--- src/design/cpu_params.svh ---
`ifndef CPU_PARAMS_SVH
`define CPU_PARAMS_SVH

`define XLEN 32
`define REG_AW 5
`define NREG 32

// compaction logic assumes exactly 3
`define WIN_DEPTH 3

// instruction fields
`define OPC_MSB 31
`define OPC_LSB 26
`define DD_LSB 21
`define DS_LSB 16
`define DT_LSB 11

`define OPC_ALU 6'b000000
`define OPC_ADDI 6'b001000

// function code in bits 2:0 of the alu group
`define FN_ADD 3'b000
`define FN_SUB 3'b001
`define FN_AND 3'b010
`define FN_OR 3'b011

`endif

--- src/design/cpu_pkg.sv ---
`include "cpu_params.svh"

package cpu_pkg;

	typedef enum logic [1:0] {
		ALU_ADD = 2'd0,
		ALU_SUB = 2'd1,
		ALU_AND = 2'd2,
		ALU_OR = 2'd3
	} alu_op_t;

	// one decoded instruction as it waits in the window
	typedef struct packed {
		logic valid;
		alu_op_t op;
		logic [`REG_AW-1:0] dd;
		logic [`REG_AW-1:0] ds;
		logic [`REG_AW-1:0] dt;
		// register-register form
		logic use_dt;
		// second operand from imm
		logic use_imm;
		// already sign-extended
		logic [`XLEN-1:0] imm;
	} issue_entry_t;

endpackage

--- src/design/inst_decoder.sv ---
`timescale 1ns/1ps
`include "cpu_params.svh"

module inst_decoder (
	input logic clk,
	input logic rstn,
	input logic i_hold,
	input logic [`XLEN-1:0] i_instr0,
	input logic [`XLEN-1:0] i_instr1,
	input logic i_valid0,
	input logic i_valid1,
	output cpu_pkg::issue_entry_t o_dec0,
	output cpu_pkg::issue_entry_t o_dec1
);

	cpu_pkg::issue_entry_t dec0_nxt;
	cpu_pkg::issue_entry_t dec1_nxt;

	function automatic cpu_pkg::issue_entry_t decode(input logic [`XLEN-1:0] instr,
			input logic vld);
		cpu_pkg::issue_entry_t e;
		logic [`OPC_MSB-`OPC_LSB:0] opc;
		logic ok;
		e = '0;
		ok = 1'b0;
		opc = instr[`OPC_MSB:`OPC_LSB];
		e.dd = instr[`DD_LSB +: `REG_AW];
		e.ds = instr[`DS_LSB +: `REG_AW];
		e.dt = instr[`DT_LSB +: `REG_AW];
		e.imm = {{(`XLEN-16){instr[15]}}, instr[15:0]};
		if (opc == `OPC_ADDI) begin
			ok = 1'b1;
			e.op = cpu_pkg::ALU_ADD;
			e.use_imm = 1'b1;
		end else if (opc == `OPC_ALU) begin
			e.use_dt = 1'b1;
			ok = 1'b1;
			case (instr[2:0])
				`FN_ADD: e.op = cpu_pkg::ALU_ADD;
				`FN_SUB: e.op = cpu_pkg::ALU_SUB;
				`FN_AND: e.op = cpu_pkg::ALU_AND;
				`FN_OR: e.op = cpu_pkg::ALU_OR;
				default: ok = 1'b0;
			endcase
		end
		// r0 is never written, so such an op has no effect at all
		if (!vld || !ok || e.dd == '0) begin
			e = '0;
		end else begin
			e.valid = 1'b1;
		end
		return e;
	endfunction

	assign dec0_nxt = decode(i_instr0, i_valid0);
	assign dec1_nxt = decode(i_instr1, i_valid1);

	always_ff @(posedge clk) begin
		if (!rstn) begin
			o_dec0 <= '0;
			o_dec1 <= '0;
		end else if (!i_hold) begin
			o_dec0 <= dec0_nxt;
			o_dec1 <= dec1_nxt;
		end
	end

endmodule

--- src/design/issue_window.sv ---
`timescale 1ns/1ps
`include "cpu_params.svh"

module issue_window #(
	parameter type T_ENTRY = cpu_pkg::issue_entry_t
) (
	input logic clk,
	input logic rstn,
	input T_ENTRY i_dec0,
	input T_ENTRY i_dec1,
	input logic [`WIN_DEPTH-1:0] i_issued,
	output T_ENTRY o_ent0,
	output T_ENTRY o_ent1,
	output T_ENTRY o_ent2,
	output logic o_busy
);

	// slot 0 is the oldest
	T_ENTRY ent [`WIN_DEPTH];
	T_ENTRY nxt [`WIN_DEPTH];
	logic [`WIN_DEPTH-1:0] exist;
	logic [1:0] fill;

	// still waiting after this cycle's issue
	always_comb begin
		for (int k = 0; k < `WIN_DEPTH; k++) begin
			exist[k] = ent[k].valid && !i_issued[k];
		end
	end

	// two left means no room for a full pair
	assign o_busy = (exist[0] && exist[1]) || (exist[1] && exist[2]) ||
		(exist[0] && exist[2]);

	// shift survivors down, then append the decoded pair behind them
	always_comb begin
		fill = 2'd0;
		for (int k = 0; k < `WIN_DEPTH; k++) begin
			nxt[k] = '0;
		end
		for (int k = 0; k < `WIN_DEPTH; k++) begin
			if (exist[k]) begin
				nxt[fill] = ent[k];
				fill = fill + 2'd1;
			end
		end
		if (!o_busy) begin
			if (i_dec0.valid) begin
				nxt[fill] = i_dec0;
				fill = fill + 2'd1;
			end
			// at most one survivor here, so slot 2 is always free
			if (i_dec1.valid) begin
				nxt[fill] = i_dec1;
			end
		end
	end

	always_ff @(posedge clk) begin
		if (!rstn) begin
			for (int k = 0; k < `WIN_DEPTH; k++) begin
				ent[k] <= '0;
			end
		end else begin
			for (int k = 0; k < `WIN_DEPTH; k++) begin
				ent[k] <= nxt[k];
			end
		end
	end

	assign o_ent0 = ent[0];
	assign o_ent1 = ent[1];
	assign o_ent2 = ent[2];

endmodule

--- src/design/issue_unit.sv ---
`timescale 1ns/1ps
`include "cpu_params.svh"

module issue_unit (
	input logic clk,
	input logic rstn,
	input cpu_pkg::issue_entry_t i_ent0,
	input cpu_pkg::issue_entry_t i_ent1,
	input cpu_pkg::issue_entry_t i_ent2,
	output logic [`WIN_DEPTH-1:0] o_issued,
	output logic o_wb_valid,
	output logic [`REG_AW-1:0] o_wb_addr,
	output logic [`XLEN-1:0] o_wb_data
);

	cpu_pkg::issue_entry_t ent [`WIN_DEPTH];
	cpu_pkg::issue_entry_t sel;
	logic [`NREG-1:0] src_mask [`WIN_DEPTH];
	logic [`NREG-1:0] dd_mask [`WIN_DEPTH];
	logic [`NREG-1:0] older_src;
	logic [`NREG-1:0] older_dd;
	logic [`NREG-1:0] sb;
	logic [`NREG-1:0] sb_clr;
	logic [`NREG-1:0] sb_set;
	logic [`NREG-1:0] sb_eff;
	logic issue_any;

	logic [`XLEN-1:0] regfile [`NREG];
	logic [`XLEN-1:0] rd_a;
	logic [`XLEN-1:0] rd_b;

	// operand latch
	logic ex_valid;
	cpu_pkg::alu_op_t ex_op;
	logic [`REG_AW-1:0] ex_dd;
	logic [`XLEN-1:0] ex_a;
	logic [`XLEN-1:0] ex_b;
	logic [`XLEN-1:0] alu_res;

	// result register
	logic wb_valid;
	logic [`REG_AW-1:0] wb_addr;
	logic [`XLEN-1:0] wb_data;

	assign ent[0] = i_ent0;
	assign ent[1] = i_ent1;
	assign ent[2] = i_ent2;

	always_comb begin
		for (int k = 0; k < `WIN_DEPTH; k++) begin
			src_mask[k] = '0;
			dd_mask[k] = '0;
			if (ent[k].valid) begin
				src_mask[k] = `NREG'(1) << ent[k].ds;
				if (ent[k].use_dt) begin
					src_mask[k] = src_mask[k] | (`NREG'(1) << ent[k].dt);
				end
				dd_mask[k] = `NREG'(1) << ent[k].dd;
			end
		end
	end

	// the bit retiring at this edge no longer blocks
	assign sb_clr = wb_valid ? (`NREG'(1) << wb_addr) : '0;
	assign sb_eff = sb & ~sb_clr;

	// oldest entry free of RAW, WAR and WAW hazards wins
	always_comb begin
		older_src = '0;
		older_dd = '0;
		o_issued = '0;
		for (int k = 0; k < `WIN_DEPTH; k++) begin
			if (ent[k].valid && o_issued == '0 &&
					((sb_eff | older_dd) & (src_mask[k] | dd_mask[k])) == '0 &&
					(older_src & dd_mask[k]) == '0) begin
				o_issued[k] = 1'b1;
			end
			older_src = older_src | src_mask[k];
			older_dd = older_dd | dd_mask[k];
		end
	end

	always_comb begin
		sel = '0;
		for (int k = 0; k < `WIN_DEPTH; k++) begin
			if (o_issued[k]) begin
				sel = ent[k];
			end
		end
	end

	assign issue_any = |o_issued;
	assign sb_set = issue_any ? (`NREG'(1) << sel.dd) : '0;

	// write-through read, r0 reads zero
	assign rd_a = (sel.ds == '0) ? '0 :
		(wb_valid && wb_addr == sel.ds) ? wb_data : regfile[sel.ds];
	assign rd_b = (sel.dt == '0) ? '0 :
		(wb_valid && wb_addr == sel.dt) ? wb_data : regfile[sel.dt];

	always_comb begin
		case (ex_op)
			cpu_pkg::ALU_ADD: alu_res = ex_a + ex_b;
			cpu_pkg::ALU_SUB: alu_res = ex_a - ex_b;
			cpu_pkg::ALU_AND: alu_res = ex_a & ex_b;
			default: alu_res = ex_a | ex_b;
		endcase
	end

	always_ff @(posedge clk) begin
		if (!rstn) begin
			sb <= '0;
			ex_valid <= 1'b0;
			wb_valid <= 1'b0;
		end else begin
			sb <= sb_eff | sb_set;
			ex_valid <= issue_any;
			wb_valid <= ex_valid;
		end
	end

	always_ff @(posedge clk) begin
		if (issue_any) begin
			ex_op <= sel.op;
			ex_dd <= sel.dd;
			ex_a <= rd_a;
			ex_b <= sel.use_imm ? sel.imm : rd_b;
		end
		if (ex_valid) begin
			wb_addr <= ex_dd;
			wb_data <= alu_res;
		end
	end

	always_ff @(posedge clk) begin
		if (!rstn) begin
			for (int r = 0; r < `NREG; r++) begin
				regfile[r] <= '0;
			end
		end else if (wb_valid) begin
			regfile[wb_addr] <= wb_data;
		end
	end

	assign o_wb_valid = wb_valid;
	assign o_wb_addr = wb_addr;
	assign o_wb_data = wb_data;

endmodule

--- src/design/cpu_core.sv ---
`timescale 1ns/1ps
`include "cpu_params.svh"

module cpu_core (
	input logic clk,
	input logic rstn,
	input logic [`XLEN-1:0] i_instr0,
	input logic [`XLEN-1:0] i_instr1,
	input logic i_valid0,
	input logic i_valid1,
	output logic o_busy,
	output logic o_wb_valid,
	output logic [`REG_AW-1:0] o_wb_addr,
	output logic [`XLEN-1:0] o_wb_data
);

	cpu_pkg::issue_entry_t dec0;
	cpu_pkg::issue_entry_t dec1;
	cpu_pkg::issue_entry_t ent0;
	cpu_pkg::issue_entry_t ent1;
	cpu_pkg::issue_entry_t ent2;
	logic [`WIN_DEPTH-1:0] issued;

	inst_decoder u_dec (
		.clk(clk),
		.rstn(rstn),
		.i_hold(o_busy),
		.i_instr0(i_instr0),
		.i_instr1(i_instr1),
		.i_valid0(i_valid0),
		.i_valid1(i_valid1),
		.o_dec0(dec0),
		.o_dec1(dec1)
	);

	issue_window #(
		.T_ENTRY(cpu_pkg::issue_entry_t)
	) u_win (
		.clk(clk),
		.rstn(rstn),
		.i_dec0(dec0),
		.i_dec1(dec1),
		.i_issued(issued),
		.o_ent0(ent0),
		.o_ent1(ent1),
		.o_ent2(ent2),
		.o_busy(o_busy)
	);

	issue_unit u_iss (
		.clk(clk),
		.rstn(rstn),
		.i_ent0(ent0),
		.i_ent1(ent1),
		.i_ent2(ent2),
		.o_issued(issued),
		.o_wb_valid(o_wb_valid),
		.o_wb_addr(o_wb_addr),
		.o_wb_data(o_wb_data)
	);

endmodule

--- config.mk ---
export PLATFORM = sky130hd
export DESIGN_NAME = cpu_core
export DESIGN_NICKNAME = d
export VERILOG_FILES = /design/src/design/cpu_pkg.sv /design/src/design/inst_decoder.sv /design/src/design/issue_window.sv /design/src/design/issue_unit.sv /design/src/design/cpu_core.sv
export VERILOG_INCLUDE_DIRS = /design/src /design/src/design
export SDC_FILE = /design/constraint.sdc
export NUM_CORES = 2
export LEC_CHECK = 0
export BUFFER_PORTS_ARGS = -buffer_cell sky130_fd_sc_hd__clkbuf_2
export CAP_MARGIN = 30
export CORE_ASPECT_RATIO = 1.1
export CORE_MARGIN = 10
export CORE_UTILIZATION = 40
export CTS_BUF_LIST = sky130_fd_sc_hd__clkbuf_2 sky130_fd_sc_hd__clkbuf_4 sky130_fd_sc_hd__clkbuf_8
export CTS_CLUSTER_DIAMETER = 40
export DETAILED_ROUTE_END_ITERATION = 16
export PLACE_DENSITY = 0.55
export SLEW_MARGIN = 15
export SYNTH_ARGS = -nofsm -noshare
export SYNTH_HDL_FRONTEND = slang
export SYNTH_SLANG_ARGS = --single-unit
--- constraint.sdc ---
create_clock -name clk -period 5.7 [get_ports clk]
set_input_delay 1.14 -clock clk [delete_from_list [all_inputs] [get_ports clk]]
set_output_delay 1.14 -clock clk [all_outputs]
set_load 0.01 [all_outputs]
# Word-level counts from Yosys, hierarchy flattened
# Memory sizes are Yosys's and may differ from the RTL's.
# Index checks and enable logic that the tools add are counted.
[classes]
n_addsub = 5
order_cmp = 8
n_eq_ne = 12
shift = 11
mux = 79
n_bitwise = 28
reduce_logical = 51
[op_table]
columns = ["op", "count"]
rows = [
  ["156-bit 2-to-1 mux", 6],
  ["156-bit bitwise mux", 4],
  ["32-bit 2-to-1 mux", 16],
  ["52-bit demux with 2-bit select", 4],
  ["52-bit 2-to-1 mux", 8],
  ["32-bit bitwise OR", 12],
  ["1-bit by 5-bit left shift with 32-bit output (first input constant)", 11],
  ["51-bit 2-to-1 mux", 5],
  ["32-bit bitwise AND", 7],
  ["32-bit logical NOT", 5],
  ["32-bit case mux with 3 select lines", 1],
  ["32-bit adder", 1],
  ["32-bit inverter", 1],
  ["32-bit OR reduction", 1],
  ["32-bit subtractor", 1],
  ["1-bit 2-to-1 mux", 24],
  ["5-bit logical NOT", 4],
  ["1-bit logical AND", 19],
  ["2-bit 2-to-1 mux", 8],
  ["3-bit by 2-bit == test with 1-bit output (second input constant)", 4],
  ["6-bit by 4-bit == test with 1-bit output (second input constant)", 2],
  ["3-bit greater-or-equal comparator (second input constant)", 4],
  ["6-bit logical NOT", 2],
  ["3-bit by 1-bit < comparator with 1-bit output (second input constant)", 4],
  ["other kinds (18)", 40],
]
[word_totals]
ff_bits = 246
ramBits = 1180
input_bits = 68
out_inout_bits = 39
word_cells = 221
memories = 2
[memory_table]
columns = ["memory", "words", "word_bits", "read_ports", "rd_ports_with_merged_regs", "wr", "line_no", "text"]
rows = [
  ["u_iss.regfile", 32, 32, 2, 0, 32, "issue_unit.sv:28", "logic [`XLEN-1:0] regfile [`NREG];"],
  ["u_win.ent", 3, 52, 3, 0, 3, "issue_window.sv:19", "T_ENTRY ent [`WIN_DEPTH];"],
]

# Logic depth before layout (Yosys ltp)
# An unclocked memory read counts as a cell.
[logic_depth]
word_depth = 35
depth_mapped = 26
mapped_depth_nobuf = 21

# By module
# A second synthesis with hierarchy kept.
[hier_totals]
cells_unflattened = 8279
hier_area_um2 = 80154.4
[by_module_without_submodules]
columns = ["module", "n_inst", "cells_per_inst", "area_each_um2", "seq_area_each_um2"]
rows = [
  ["issue_unit", 1, 6926, 68654.6, 34673.3],
  ["issue_window", 1, 1124, 8968.6, 3123.0],
  ["inst_decoder", 1, 229, 2531.2, 1241.2],
]

# Worst setup path before layout
# No wires, ideal clock.
[synth_timing]
path_type = "reg2reg"
startpoint = "register u_iss.wb_addr[3], in the netlist u_iss.o_wb_addr[3]"
endpoint = "memory u_win.ent[0][127] (netlist name)"
setup_time_ns = 0.058
arrival_ns = 5.663
t_required_ns = 5.642
path_slack_ns = -0.021
stages_incl_launch_ff = 22
n_path_buf = 5
period_less_slack_ns = 5.721
path_cell_list = "edfxtp_1 clkbuf_1 or4b_1 buf_2 o21a_1 o22ai_1 and4_1 or4b_4 or4_4 o21ai_1 ha_1 nand3_2 buf_2 clkbuf_1 and2_1 ha_1 nor3_1 o21a_1 o211ai_2 a21oi_2 clkbuf_1 a21o_1"
[synth_lines]
columns = ["element", "line_no", "text"]
rows = [
  ["start: declaration", "issue_unit.sv:42", "logic [`REG_AW-1:0] wb_addr;"],
  ["start signal: assignment", "issue_unit.sv:130", "wb_addr <= ex_dd;"],
  ["end: declaration", "issue_window.sv:19", ""],
]

# Final worst setup path
[layout_timing]
startpoint = "register u_iss.wb_addr[4], in the netlist u_iss.o_wb_addr[4]"
endpoint = "output port o_busy"
[layout_via]
elab_chain_cells = 23
[layout_rtl]
columns = ["element", "line_no", "text"]
rows = [
  ["1-bit by 5-bit left shift with 32-bit output (no source line) (*)", "--", ""],
  ["32-bit 2-to-1 mux (*)", "issue_unit.sv:64", "assign sb_clr = wb_valid ? (`NREG'(1) << wb_addr) : '0;"],
  ["32-bit inverter (*)", "issue_unit.sv:65", "assign sb_eff = sb & ~sb_clr;"],
  ["32-bit bitwise AND (*)", "issue_unit.sv:65", ""],
  ["32-bit bitwise AND", "issue_unit.sv:74", "((sb_eff | older_dd) & (src_mask[k] | dd_mask[k])) == '0 &&"],
  ["32-bit logical NOT", "issue_unit.sv:74", ""],
  ["1-bit logical AND", "issue_unit.sv:73", "if (ent[k].valid && o_issued == '0 &&"],
  ["1-bit 2-to-1 mux", "issue_unit.sv:73", ""],
  ["[6 not listed]", "--", ""],
  ["1-bit logical AND (2 in series)", "issue_unit.sv:73", ""],
  ["1-bit logical AND", "issue_unit.sv:74", ""],
  ["1-bit 2-to-1 mux", "issue_unit.sv:73", ""],
  ["1-bit logical NOT", "issue_window.sv:27", "exist[k] = ent[k].valid && !i_issued[k];"],
  ["1-bit logical AND", "issue_window.sv:27", ""],
  ["1-bit logical AND", "issue_window.sv:32", "assign o_busy = (exist[0] && exist[1]) || (exist[1] && exist[2]) ||"],
  ["1-bit logical OR", "issue_window.sv:32", ""],
  ["1-bit logical OR (*)", "issue_window.sv:32", ""],
  ["end: declaration", "cpu_core.sv:11", "output logic o_busy,"],
]
# Mark *: on every way between the ends. The rest lies on a longest branch, timed or not.

==> results.md <==
- Synth Flop Type: edfxtp_1
- Initial DRC Count: 9,999
- CTS tree: built
- Logic pwr share: 3.7%
- Sw Share: 23.49%
- EDFF count, synth: 1,132
- Worst hold path type: in2reg
- Final worst setup slack: -0.3562 ns
- Hold path depth: 3
- Internal: 17,800 uW
- Post-route setup TNS: -2.646 ns
- Vias post-DR: 74,790
- Share of layout cells above drive strength 1: 22.28%
- Final setup vio count: 36
- Power per cell area: 233.4 mW/mm^2
- Htree depth: 5
- Post-Syn Nets: 8,575
- Post-Place Cells: 11,484
- Ys Warns: 0
- Fin crit period: 6.056 ns
- Hold Crit Start: i_instr1[8]
- I/O Pins: 107
- Simple-gate area share of the yosys netlist: 25.37%
- CP Cell Sequence: buf_4 -> nand4_1 -> buf_4 -> o21a_1 -> buf_4 -> o32ai_2 -> nand4_1 -> nor4_4 -> nand2_2 -> a2111o_2 -> and2_4 -> inv_2 -> fa_2 -> inv_2 -> buf_6
- Status: finished with violations
- Reg2reg path depth: 25
- Final Net Count: 9,379
- Register area share after synthesis: 48.93%
- Worst EP arrival: 4.92 ns
- Die W: 445.8 um
- XOR/XNOR share of the synthesized area: 0.7229%
- Die height: 488.4 um
- Cells after synthesis: 8,466
- RSZ-0062 raised after global routing: yes
- Clock latency on the worst-skew pair: 1.13 ns
- DRC Markers: 0
- I/O Buffers: 106
- Global-route wire length before repair: 532.5 mm
- CTS root buf: clkbuf_8
- Post-DP HPWL: 263.3 mm
- CP most frequent cell: buf_4
- Worst slack at placement: -0.8011 ns
- Required @ worst endpoint: 4.56 ns
- Tot GR Track Use: 33.72%
- Rel. slew slack: 23.95%
- Fraction of the mapped netlist area in adder cells: 1.038%
- Main combinational cell family by area after synthesis: simple AND/OR/NAND/NOR gates
- #FFs+latches synth: 1,384
- Slew of the pin with the lowest slew margin: 1.141 ns
- ANT nets after route: 0
- Avg Cell Area, Syn: 9.424 sq um
- Crit path max-delay cell type: a2111o_2
- Vias per inst: 6.198
- Reg-to-Reg Start: u_iss.o_wb_addr[4]
- Final Hold Viols: 0
- Total Power: 23,270 uW
- Vias in the first global route: 71,612
- VDD IR max: 0.2828 mV
- Failing checks: negative setup slack
- Clk sinks: 1,384
- Clk slew on worst S/H paths: 0.06 ns
- Slew Limit Fails: 0
- Post-Syn Area: 0.07979 sq mm
- Initial antenna violation count: 25
- Power share of the clock group: 47.7%
- Biggest cell delay along the critical path: 0.53 ns
- Core area: 0.1979 sq mm
- # hold bufs at CTS: 0
- Largest net degree at the start of global routing: 70
- Initial Util: 40.31%
- Fill cells: 18,043
- Complex-gate fraction of the synthesized area: 13.27%
- R2r setup slk: -0.21 ns
- GRT Residual Overflow: 0
- CTS buffer count: 291
- RD Place Congestion: 1.064
- Routed WL per cell: 31.85 um
- Mux contribution to synthesized area: 6.353%
- Sequential cell fraction of total power: 48.6%
- Max Clk Rate: 0.1651 GHz
- Row Count: 171
- Hold EP: u_dec.o_dec1[8]
- Worst reg2reg path endpoint: u_iss.ex_b[2]
- Synthesis-to-layout area growth: 24.94%
- Die ar.: 0.2178 sq mm
- Period utilisation layout: 106.2%
- Crit. End Element: primary output
- Net Switching: 5466 uW
- WS Path Type: reg2out
- Clock Tree Buf Depth: 4
- Async S/R FF share, synth: 0%
- Clk_skew: 0.1003 ns
- Cell variety after synth: 102
- Setup crit start kind: register
- Finished Layout Cells: 12,067
- Post-Route WL: 384.3 mm
- Crit path max fanout: 7
- Pre-Repair DR Iteration Count: 14
- Leakage: 0.03918 uW
- Max Cap Viol: 0
==> cells by family (layout without fill, tap and decap cells) <==
family | Yosys count | count (layout)
AND/OR/NAND/NOR | 4101 | 4101
XOR/XNOR | 65 | 65
buffers and inverters | 824 | 1817
flip-flops | 1384 | 1384
other | 0 | 13
AO/OA/AOI/OAI | 1521 | 1521
adder cells (fa/ha/maj) | 71 | 71
multiplexers | 500 | 500
==> timing repair <==
item | 4_1_cts | 5_1_grt
pin swaps | 23 | 53
setup buffers | 43 | 35
resized for setup | 148 | 121
endpoints found under the setup margin | 221 | 195
cloned | 4 | 8
==> state kept, by name (all words and copies together) (netlist names), 31 cells and up <==
register         cells
u_iss.o_wb_data     32
u_iss.sb            32
u_iss.regfile     1024
u_iss.ex_b          32
u_dec.o_dec0        31
u_win.ent          156
u_dec.o_dec1        31
u_iss.ex_a          32
==> metrics by stage <==
step	cell area [sq um]	hold slack (ns)	utilization (%)
after floorplan	79790	0.4003	-
after global routing	99660	0.2554	50.36
after global placement	91290	0.4209	46.12
after CTS	98470	0.2308	49.76
final	99690	0.2862	50.37
after detailed placement	91380	0.4056	46.17
==> cells in the final DEF (no fill, tap or decap), types with 28 or more instances in the layout <==
cell type,n
nor2_1,299
a31oi_1,46
and2_1,1034
nand2b_1,34
clkbuf_8,312
xor2_1,28
dfxtp_1,244
clkbuf_2,104
clkinv_1,39
buf_12,172
a21o_1,65
o211ai_1,80
o2111ai_2,38
buf_4,960
a22oi_1,119
ha_1,37
maj3_1,30
a21oi_1,311
o221ai_1,43
edfxtp_1,1132
nor2_2,31
xnor2_1,36
inv_1,39
o21ai_0,148
clkbuf_4,60
nand3_1,680
mux2i_1,481
o21ai_4,38
clkinv_2,31
nand2_1,1585
nor2b_1,29
a311oi_1,28
nor3_1,78
o21a_1,49
a211oi_1,76
nand4_1,66
o22ai_1,150
==> synthesized netlist by cell type (all sizes together), types with 32 or more instances <==
master	n	share of area, %
mux2i	486	6.1
edfxtp	1132	43
o21a	53	0.50
o221ai	46	0.50
a22oi	120	1.1
o22ai	168	1.3
xnor2	37	0.42
a21o	65	0.61
a211oi	81	0.76
nand2b	36	0.28
nand2	1593	7.5
ha	39	0.61
clkbuf	570	2.7
inv	43	0.20
a21oi	328	2.1
o21ai	195	1.3
nand3	706	4.4
nor3	88	0.57
a31oi	49	0.40
o211ai	87	0.86
nor2	336	1.6
and2	1036	8.1
or4	32	0.31
nand4	67	0.54
dfxtp	252	6.3
buf	211	1.4
o2111ai	69	0.76
o32ai	36	0.40
==> per-layer routing <==
layer | wire length, um | vias up | GRT usage, %
met5 | 60 | - | 0
met1 | 143400 | 36763 | 41.72
met4 | 31560 | 10 | 23.84
met2 | 169600 | 4682 | 51.75
li1 | - | 32245 | -
met3 | 39620 | 1090 | 7.924
==> area by class of cell <==
type / count / area, sq um / area share [%]
tap: 2595 / 3247 / 3.257
antenna: 13 / 32.53 / 0.03263
inverter: 43 / 166.4 / 0.1669
multi-input combinational: 6258 / 39180 / 39.30
timing repair buffer: 1292 / 12180 / 12.22
clock buffer: 372 / 4745 / 4.759
sequential: 1384 / 39050 / 39.17
clock inverter: 110 / 1082 / 1.086
==> worst max path at each step <==
stage                       startpoint                 to  slack, ns  depth (start not counted)
floorplan           u_iss.o_wb_addr[3]  u_win.ent[0][127]       0.11                         21
CTS                 u_iss.o_wb_addr[2]             o_busy      -0.39                         17
detailed placement  u_iss.o_wb_addr[4]     u_iss.ex_a[18]      -0.80                         17
finish              u_iss.o_wb_addr[4]             o_busy      -0.36                         15
global placement    u_iss.o_wb_addr[4]     u_iss.ex_a[18]      -0.82                         17
global route        u_iss.o_wb_addr[2]             o_busy      -0.40                         15
==> critical path: cells and delay by family (launching register included) <==
kind                     cells  cell delay (ns)
AND/OR/NAND/NOR              5             1.27
AO/OA/AOI/OAI                3             1.07
buffers and inverters        6             0.80
flip-flops                   1             0.47
adder cells (fa/ha/maj)      1             0.24
==> power groups by stage <==
| stage | Sequential, uW | Combinational, uW | Clock, uW |
|---|---|---|---|
| 6_report | 11300 | 872 | 11100 |
| 3_5_place_dp | 11500 | 825 | 0 |
| 3_3_place_gp | 11500 | 816 | 0 |
| 4_1_cts | 11300 | 839 | 11200 |
| 2_1_floorplan | 11500 | 399 | 0 |
| 5_1_grt | 11300 | 903 | 11600 |
No activity file was read; power rests on OpenSTA's default activity.
